### config.mk
export PLATFORM = sky130hd
export DESIGN_NAME = reorder_buffer
export DESIGN_NICKNAME = d
export VERILOG_FILES = /design/src/design/ooo_pkg.sv /design/src/design/reorder_buffer.sv
export SDC_FILE = /design/constraint.sdc
export NUM_CORES = 1
export LEC_CHECK = 0
export ABC_CLOCK_PERIOD_IN_PS = 5100
export BUFFER_PORTS_ARGS = -buffer_cell sky130_fd_sc_hd__buf_2
export CORE_ASPECT_RATIO = 1.75
export CORE_MARGIN = 1
export CORE_UTILIZATION = 35
export DETAILED_ROUTE_END_ITERATION = 16
export SYNTH_ARGS = -nofsm -noshare
export SYNTH_HDL_FRONTEND = slang
export SYNTH_SLANG_ARGS = --single-unit
### constraint.sdc
create_clock -name clk -period 5.1 [get_ports clk]
set_clock_uncertainty 0.2 [all_clocks]
set_input_delay 0.765 -clock clk [delete_from_list [all_inputs] [get_ports clk]]
set_output_delay 0.765 -clock clk [all_outputs]
set_load 0.1 [all_outputs]
### src/design/ooo_pkg.sv
package ooo_pkg;

    // opcode lives in instruction bits 31:28
    typedef enum logic [3:0] {
        op_nop  = 4'h0,
        op_add  = 4'h1,
        op_sub  = 4'h2,
        op_and  = 4'h3,
        op_or   = 4'h4,
        op_xor  = 4'h5,
        op_slt  = 4'h6,
        op_sll  = 4'h7,
        op_addi = 4'h8,
        op_hlt  = 4'hf
    } opcode_t;

    // instruction field positions
    localparam int op_hi = 31;
    localparam int op_lo = 28;
    localparam int rd_hi = 25;
    localparam int rd_lo = 21;
    localparam int rs_hi = 20;
    localparam int rs_lo = 16;
    localparam int rt_hi = 15;
    localparam int rt_lo = 11;
    localparam int imm_w = 16;

    // tag widths follow from these sizes
    localparam int num_regs   = 32;
    localparam int reg_idx_w  = 5;
    localparam int rob_depth  = 8;
    localparam int rob_tag_w  = 3;
    localparam int rs_depth   = 4;
    localparam int rs_idx_w   = 2;
    localparam int prog_depth = 64;
    localparam int prog_adr_w = 6;

    // program space sits at the bottom of the wishbone word addresses
    localparam int wb_adr_w = 9;
    localparam logic [wb_adr_w-1:0] ctrl_adr = 9'h100;

endpackage

### src/design/reorder_buffer.sv
`timescale 1ns/10ps

module reorder_buffer (
    input  logic                          clk,
    input  logic                          rst,
    input  logic                          alloc,
    input  ooo_pkg::opcode_t              alloc_op,
    input  logic [ooo_pkg::reg_idx_w-1:0] alloc_rd,
    input  logic                          cdb_valid,
    input  logic [ooo_pkg::rob_tag_w-1:0] cdb_tag,
    input  logic [31:0]                   cdb_data,
    input  logic [ooo_pkg::rob_tag_w-1:0] rp_tag1,
    input  logic [ooo_pkg::rob_tag_w-1:0] rp_tag2,
    output logic                          full,
    output logic [ooo_pkg::rob_tag_w-1:0] tail_tag,
    output logic                          rp_ready1,
    output logic                          rp_ready2,
    output logic [31:0]                   rp_data1,
    output logic [31:0]                   rp_data2,
    output logic                          commit_valid,
    output logic [ooo_pkg::reg_idx_w-1:0] commit_rd,
    output logic [31:0]                   commit_data,
    output logic [ooo_pkg::rob_tag_w-1:0] commit_tag,
    output logic                          halted
);
    import ooo_pkg::*;

    logic [rob_tag_w-1:0] head;
    logic [rob_tag_w-1:0] tail;
    logic [rob_tag_w:0]   count;
    logic [rob_depth-1:0] ready;
    opcode_t              op   [rob_depth];
    logic [reg_idx_w-1:0] rd   [rob_depth];
    logic [31:0]          data [rob_depth];

    assign full         = (count == rob_depth);
    assign tail_tag     = tail;
    assign commit_valid = (count != '0) && ready[head] && !halted;
    assign commit_rd    = rd[head];
    assign commit_data  = data[head];
    assign commit_tag   = head;

    always_ff @(posedge clk) begin
        if (rst) begin
            head   <= '0;
            tail   <= '0;
            count  <= '0;
            ready  <= '0;
            halted <= 1'b0;
        end else begin
            if (alloc) begin
                // nop and halt carry no result
                ready[tail] <= (alloc_op == op_nop) || (alloc_op == op_hlt);
                tail        <= tail + 1'b1;
            end
            if (cdb_valid) begin
                ready[cdb_tag] <= 1'b1;
            end
            if (commit_valid) begin
                head <= head + 1'b1;
                if (op[head] == op_hlt) begin
                    halted <= 1'b1;
                end
            end
            case ({alloc, commit_valid})
                2'b10:   count <= count + 1'b1;
                2'b01:   count <= count - 1'b1;
                default: count <= count;
            endcase
        end
    end

    always_ff @(posedge clk) begin
        if (alloc) begin
            op[tail]   <= alloc_op;
            rd[tail]   <= alloc_rd;
            data[tail] <= '0;
        end
        if (cdb_valid) begin
            data[cdb_tag] <= cdb_data;
        end
    end

    // a same-cycle broadcast counts as a ready operand
    assign rp_ready1 = ready[rp_tag1] || (cdb_valid && cdb_tag == rp_tag1);
    assign rp_ready2 = ready[rp_tag2] || (cdb_valid && cdb_tag == rp_tag2);
    assign rp_data1  = ready[rp_tag1] ? data[rp_tag1] : cdb_data;
    assign rp_data2  = ready[rp_tag2] ? data[rp_tag2] : cdb_data;

endmodule

==> flow_metrics.py, run 1 <==
metrics = {
    "routing": {
        "wirelength_microns": 59100,
        "drc": 0,
        "route.antenna.remaining_nets": 0,
        "vias": 12300,
        "via_per_inst": 5.73,
        "drtPass1Iterations": 5,
        "detail_route.iter0.violations": 896,
        "avgRoutedWirePerCell_microns": 27.4,
    },
    "critical_path": {
        "worst_setup_path_start_kind": "input pin",
        "worst_r2r_path_depth": 10,
        "critPathArrivalTime_ps": 3120,
        "r2r-end": "count[2]",
        "cpPeakStageDelay_ps": 560,
        "r2r_start": "commit_tag[0]",
        "critPathBufInv": 3,
        "worst-endpoint-required_ps": 4140,
        "chain_of_cells_forming_the_critical_path": "buf_4 > buf_4 > mux4_2 > mux2i_1 > o21ai_0 > buf_2",
        "crit_path_frequent_cell": "buf_4",
        "crit_family": "buffers and inverters",
        "cpMaxStageDelayCell": "mux4_2",
        "regToRegSetupSlack_ps": 1910,
        "critical_path.max_fanout": 24,
        "endpoint_kind": "output port",
        "worst-setup-path-type": "input pin to output port",
    },
    "synthesis": {
        "synthesis.instances": 1303,
        "synth-edff-count": 328,
        "synth_fp_nets": 1362,
        "ys.warnings.count": 0,
        "synth_seq_area_share_pct": 52.4,
        "register_bit_total_from_synthesis": 350,
        "synth.distinct_cells": 45,
        "synth-async-reset-ratio_pct": 0,
        "synth_area_per_cell_sq_um": 15.1,
        "synth_flop_cell": "edfxtp_1",
        "syn_area_sq_um": 19600,
    },
    "sta": {
        "maxSlewHeadroom_pct": 21.2,
        "fin_worst_hold_slack_ps": 305,
        "max_freq_mhz": 245,
        "worst_slew_pin_slew_ps": 1180,
        "setup-violations-final": 0,
        "slew_viol_final": 0,
        "period_needed_ps": 4080,
        "timing_hold_violations_final": 0,
        "fin_crit_sh_pct": 80.0,
        "rsz_0062_raised_after_global_routing": "no",
        "totalNegativeSetupSlack_ps": 0,
    },
    "cts": {
        "cts_buffers": 35,
        "postCtsSetupRepairBufs": 0,
        "tritoncts_num_sinks": 350,
        "clockRootBuffer": "clkbuf_16",
        "cts.htree.levels": 2,
        "source_to_sink_clock_delay_at_the_later_pin_of_the_worst_skew_pair_ps": 530,
        "cts_tree": "yes",
        "clkSlewWorstSetupHoldPaths_ps": 60,
        "ctsHoldBuffers": 0,
        "post_cts_resize_count": 0,
        "clock_tree.buffer_depth": 3,
    },
    "cells_and_area": {
        "multi_input_comb_area_sq_um": 8920,
        "fin_util_pct": 40.6,
        "syn_to_final_growth_pct": 14.6,
        "final_net_count": 1491,
        "register_area_sq_um": 10300,
        "drive_gt1_share_pct": 36.5,
        "num-fill-cells": 5044,
    },
    "min_path": {
        "min-delay-start": "alloc_rd[0]",
        "worstHoldEndpoint": "rd[7][0]",
        "timing.hold.worst_path_depth": 1,
        "hold_class": "input pin to flop",
    },
    "global_routing": {
        "grt.met1_usage_pct": 24.3,
        "grt_usage_pct": 20.9,
        "grt_antenna_before_repair": 4,
        "gr-usage-met2_pct": 37.5,
        "global_route.overflow_total": 0,
        "grt_start_max_net_pins": 66,
        "grt_busiest_layer": "met2",
        "first_global_vias": 12900,
        "grt_first_pass_wirelength_microns": 86600,
        "grtUsageMet3_pct": 2.93,
    },
    "power": {
        "irDropWorstVdd_v": 0.000235,
        "power.leakage_nw": 8.10,
        "power_density_nw_per_um2": 340,
    },
    "floorplanning": {
        "io_pins": 166,
        "die_height_microns": 315,
        "die_area_sq_um": 57100,
        "die_w_microns": 181,
        "placement_rows": 114,
        "core_area_sq_um": 55300,
        "start_util_pct": 35.5,
    },
    "job": {
        "maxCapViolations": 0,
    },
    "outcome": {
        "outcome": "complete, no violations",
    },
    "place": {
        "detailed_placement_hpwl_microns": 36300,
        "gp_congestion": 0.798,
        "io_buffers": 165,
    },
}
final cells by class:
cell class | instances | area share, %
clock inverters | 21 | 1.31
clock buffers | 42 | 4.20
diodes | 2 | 0.0222
inverters | 4 | 0.0667
well taps | 696 | 3.87
flip-flops and latches | 350 | 45.8
repair buffers | 204 | 5.11
multi-input cells | 837 | 39.6
state kept, by name (all words and copies together) (netlist names), named ones only:
signal and cells:
op 32, commit_tag 3, tail_tag 3, ready 8, data 256, count 4
rd 40, halted 1
cells in the final DEF, fill, tap and decap left out, types with 4 or more instances in the layout:
master	synthesis	final
xor2_1	5	5
mux2_2	39	39
clkbuf_1	60	5
nand2b_1	6	6
o21ai_0	29	29
buf_2	22	163
clkinv_2	0	5
xnor2_1	8	8
nand3_1	6	6
nand4_1	8	8
and3_1	66	66
bufinv_16	0	7
or2_2	5	5
mux4_2	208	208
ha_1	5	5
dfxtp_1	22	19
and2_1	193	193
a21oi_1	12	12
buf_4	18	39
nand2_1	78	75
clkinvlp_4	0	4
o21ai_1	37	37
clkbuf_16	0	37
inv_1	4	4
nor2b_1	8	5
nor2_1	25	21
mux2i_1	68	66
edfxtp_1	328	328
power breakdown:
part | internal (W) | leakage, nW | switching [W]
clock | 0.00169 | 0.594 | 0.00115
combinational | 0.000401 | 4.32 | 0.00109
sequential | 0.00324 | 3.18 | 0.0000738
synthesized netlist by cell type, types with 2 or more instances:
cell | n | area [sq um]
nor3_1 | 5 | 25.0
mux2i_1 | 68 | 681
nand2_1 | 78 | 293
o211ai_1 | 3 | 22.5
a21oi_1 | 12 | 60.1
mux4_2 | 208 | 4680
o21ai_0 | 29 | 145
xor2_1 | 5 | 43.8
dfxtp_1 | 22 | 440
o21ai_1 | 37 | 185
inv_1 | 4 | 15.0
nand3_1 | 6 | 30.0
o22ai_1 | 2 | 12.5
nand2b_1 | 6 | 37.5
and2_1 | 193 | 1210
buf_2 | 22 | 110
nand4_1 | 8 | 50.1
nor2_1 | 25 | 93.8
buf_1 | 12 | 45.0
nor4bb_1 | 2 | 20.0
and3_1 | 66 | 413
a211oi_1 | 3 | 22.5
clkbuf_1 | 60 | 225
mux2_2 | 39 | 439
edfxtp_1 | 328 | 9850
o21a_1 | 2 | 15.0
nor2b_1 | 8 | 50.1
xnor2_1 | 8 | 70.1
buf_4 | 18 | 135
ha_1 | 5 | 62.6
or2_2 | 5 | 31.3
logic make-up (layout without fill, tap and decap cells):
group	count (synthesis)	count (layout)	share of synthesized area, %
other cells	0	2	0
flops	350	350	52.4
mux	315	315	29.6
simple gates	408	408	11.7
compound gates	96	96	2.70
fa+ha+maj	5	5	0.319
xor+xnor	13	13	0.580
buf+inv	116	271	2.70
metrics by stage:
stage / std cells / setup slack, ps / total power, W / cell area (sq um)
final: 2156 / 1020 / 0.00764 / 22500
after global routing: 2155 / 829 / 0.00785 / 22500
after CTS: 2154 / 951 / 0.00769 / 22500
after detailed placement: 2091 / 951 / 0.00487 / 21300
after global placement: 2091 / 986 / 0.00486 / 21300
after floorplan: 1303 / 327 / 0.00449 / 19600
routing by layer:
metal / share of wire [%] / wire, microns
met5: 0.022 / 13
met4: 4.8 / 2860
met3: 5.6 / 3300
met2: 53 / 31000
met1: 37 / 21900
how the worst max path moves through the flow:
stage	from	to	slack [ps]	cells after the start
finish	rp_tag2[0]	rp_data2[24]	1020	6
global route	rp_tag2[0]	rp_data2[31]	830	6
CTS	rp_tag2[0]	rp_data2[21]	950	7
detailed placement	rp_tag2[0]	rp_data2[21]	950	7
global placement	rp_tag2[0]	rp_data2[20]	990	7
floorplan	rp_tag2[0]	rp_data2[14]	330	6
Power figures use the tool's default switching activity.
==> inputs of run 2 (changes only) <==
--- a/config.mk
+++ b/config.mk
@@ -5,7 +5,7 @@
 export SDC_FILE = /design/constraint.sdc
 export NUM_CORES = 1
 export LEC_CHECK = 0
-export ABC_CLOCK_PERIOD_IN_PS = 5100
+export ABC_CLOCK_PERIOD_IN_PS = 4000
 export BUFFER_PORTS_ARGS = -buffer_cell sky130_fd_sc_hd__buf_2
 export CORE_ASPECT_RATIO = 1.75
 export CORE_MARGIN = 1
==> constraint.sdc (replaced) <==
create_clock -name clk -period 4 [get_ports clk]
set_clock_uncertainty 0.2 [all_clocks]
set_input_delay 0.6 -clock clk [delete_from_list [all_inputs] [get_ports clk]]
set_output_delay 0.6 -clock clk [all_outputs]
set_load 0.1 [all_outputs]
==> run 2 against run 1 <==
Compared with the run above:
- cell area is 4.6% higher
- die area stayed put
- highest routed layer unchanged
- combinational power is 44% higher
- first-iteration DRC count is 9.4% higher
- sequential share of layout area is 2.0 points lower
- critical path depth is 2 lower
==> flow_metrics.py, run 2 (synthesized netlist as in run 1, its figures left out) <==
metrics = {
    "cts": {
        "cts.htree.levels": 2,
        "clockRootBuffer": "clkbuf_16",
        "source_to_sink_clock_delay_at_the_later_pin_of_the_worst_skew_pair_ps": 540,
        "tritoncts_num_sinks": 350,
        "clock_tree.buffer_depth": 3,
        "ctsHoldBuffers": 0,
        "clkSlewWorstSetupHoldPaths_ps": 60,
        "postCtsSetupRepairBufs": 0,
        "cts_buffers": 35,
        "post_cts_resize_count": 0,
        "cts_tree": "yes",
    },
    "routing": {
        "wirelength_microns": 58700,
        "drc": 0,
        "route.antenna.remaining_nets": 0,
        "vias": 12500,
        "via_per_inst": 5.77,
        "detail_route.iter0.violations": 980,
        "avgRoutedWirePerCell_microns": 27.1,
        "drtPass1Iterations": 5,
    },
    "global_routing": {
        "grt_antenna_before_repair": 3,
        "first_global_vias": 13300,
        "grt_first_pass_wirelength_microns": 87000,
        "grt_usage_pct": 20.8,
        "grt_start_max_net_pins": 66,
        "global_route.overflow_total": 0,
    },
    "cells_and_area": {
        "largest_register_ffs": 256,
        "fin_util_pct": 42.5,
        "mostFrequentLayoutCell": "edfxtp_1",
        "mostFrequentLayoutCells": "edfxtp_1, mux4_2, and2_1, buf_2, buf_12",
        "syn_to_final_growth_pct": 19.9,
        "biggest_register": "data",
        "drive_gt1_share_pct": 37.0,
        "largestRegisters": "data (256), rd (40), op (32)",
        "final_net_count": 1504,
    },
    "place": {
        "place_ws_ps": 661,
        "io_buffers": 165,
        "detailed_placement_hpwl_microns": 37500,
        "gp_congestion": 0.781,
    },
    "power": {
        "power.leakage_nw": 8.50,
        "seq_power_share_pct": 44.0,
        "netSwitchingPower_w": 0.00297,
        "intPower_w": 0.00661,
        "switching_portion_of_total_power_pct": 31.0,
        "irDropWorstVdd_v": 0.000512,
        "clkPwrFrac_pct": 33.6,
        "power_density_nw_per_um2": 407,
        "power.total_w": 0.00958,
        "combPwrFrac_pct": 22.4,
    },
    "critical_path": {
        "cpPeakStageDelay_ps": 700,
        "critPathArrivalTime_ps": 2620,
        "cpMaxStageDelayCell": "dfxtp_4",
        "crit_family": "flip-flops",
        "endpoint_kind": "output port",
        "chain_of_cells_forming_the_critical_path": "buf_4 > mux4_2 > mux2_2 > buf_2",
        "r2r_start": "commit_tag[0]",
        "worst-setup-path-type": "flop to output port",
        "worst_setup_path_start_kind": "flop",
        "critical_path.max_fanout": 32,
        "worst-endpoint-required_ps": 3200,
        "critPathBufInv": 2,
    },
    "sta": {
        "period_needed_ps": 3420,
        "setup-violations-final": 0,
        "fin_crit_sh_pct": 85.6,
        "worst_slew_pin_slew_ps": 859,
        "rsz_0062_raised_after_global_routing": "no",
        "maxSlewHeadroom_pct": 42.8,
        "finalWorstSetupSlack_ps": 576,
        "timing_hold_violations_final": 0,
        "totalNegativeSetupSlack_ps": 0,
        "slew_viol_final": 0,
        "max_freq_mhz": 292,
    },
    "floorplanning": {
        "start_util_pct": 35.5,
        "die_w_microns": 181,
        "die_area_sq_um": 57100,
        "core_area_sq_um": 55300,
        "die_height_microns": 315,
        "placement_rows": 114,
        "io_pins": 166,
    },
    "min_path": {
        "hold_class": "input pin to flop",
        "min-delay-start": "alloc_rd[3]",
    },
    "job": {
        "maxCapViolations": 0,
    },
    "outcome": {
        "outcome": "complete, no violations",
    },
}
-- run 2: cell types whose count changed in the layout (fill, tap and decap cells not counted), moves of 4 or more --
cell,previous run,this run
buf_12,2,77
buf_2,163,99
o21ai_0,29,2
o21ai_1,37,64
bufinv_16,7,2
clkinv_1,3,7
-- run 2: area by class of cell --
type                    count  area, sq um
fillers                  4985        31800
flip-flops and latches    350        10300
multi-input cells         837         8910
repair buffers            217         2340
clock buffers              40          895
well taps                 696          871
clock inverters            24          196
inverters                   4         15.0
diodes                      1         2.50
-- run 2: worst paths after layout --
path / end / slack (ps) / cells after the start
max: commit_data[5] / 580 / 4
min: rd[5][3] / 140 / 1
max reg2reg: count[2] / 830 / 10
min reg2reg: count[2] / 340 / 2
-- run 2: stage by stage --
step	instance area [sq um]	instances	hold WS (ps)
3_3_place_gp	22400	2104	340
2_1_floorplan	19600	1303	306
3_5_place_dp	22400	2104	339
6_report	23500	2169	141
5_1_grt	23500	2169	140
4_1_cts	23500	2168	130
-- run 2: power by group through the flow --
stage	Sequential [W]	Clock [W]	Combinational [W]
after CTS	0.00422	0.00326	0.00217
after global routing	0.00423	0.00338	0.00223
final	0.00422	0.00322	0.00215
after global placement	0.00429	0	0.00215
after detailed placement	0.00430	0	0.00216
after floorplan	0.00428	0	0.00146
-- run 2: metal layers --
layer,wire length [microns],track usage (%),part of all wire (%)
met2,31400,38.4,53
met1,21600,23.6,37
met5,18,0,0.031
met3,2960,2.70,5.0
met4,2760,10.1,4.7
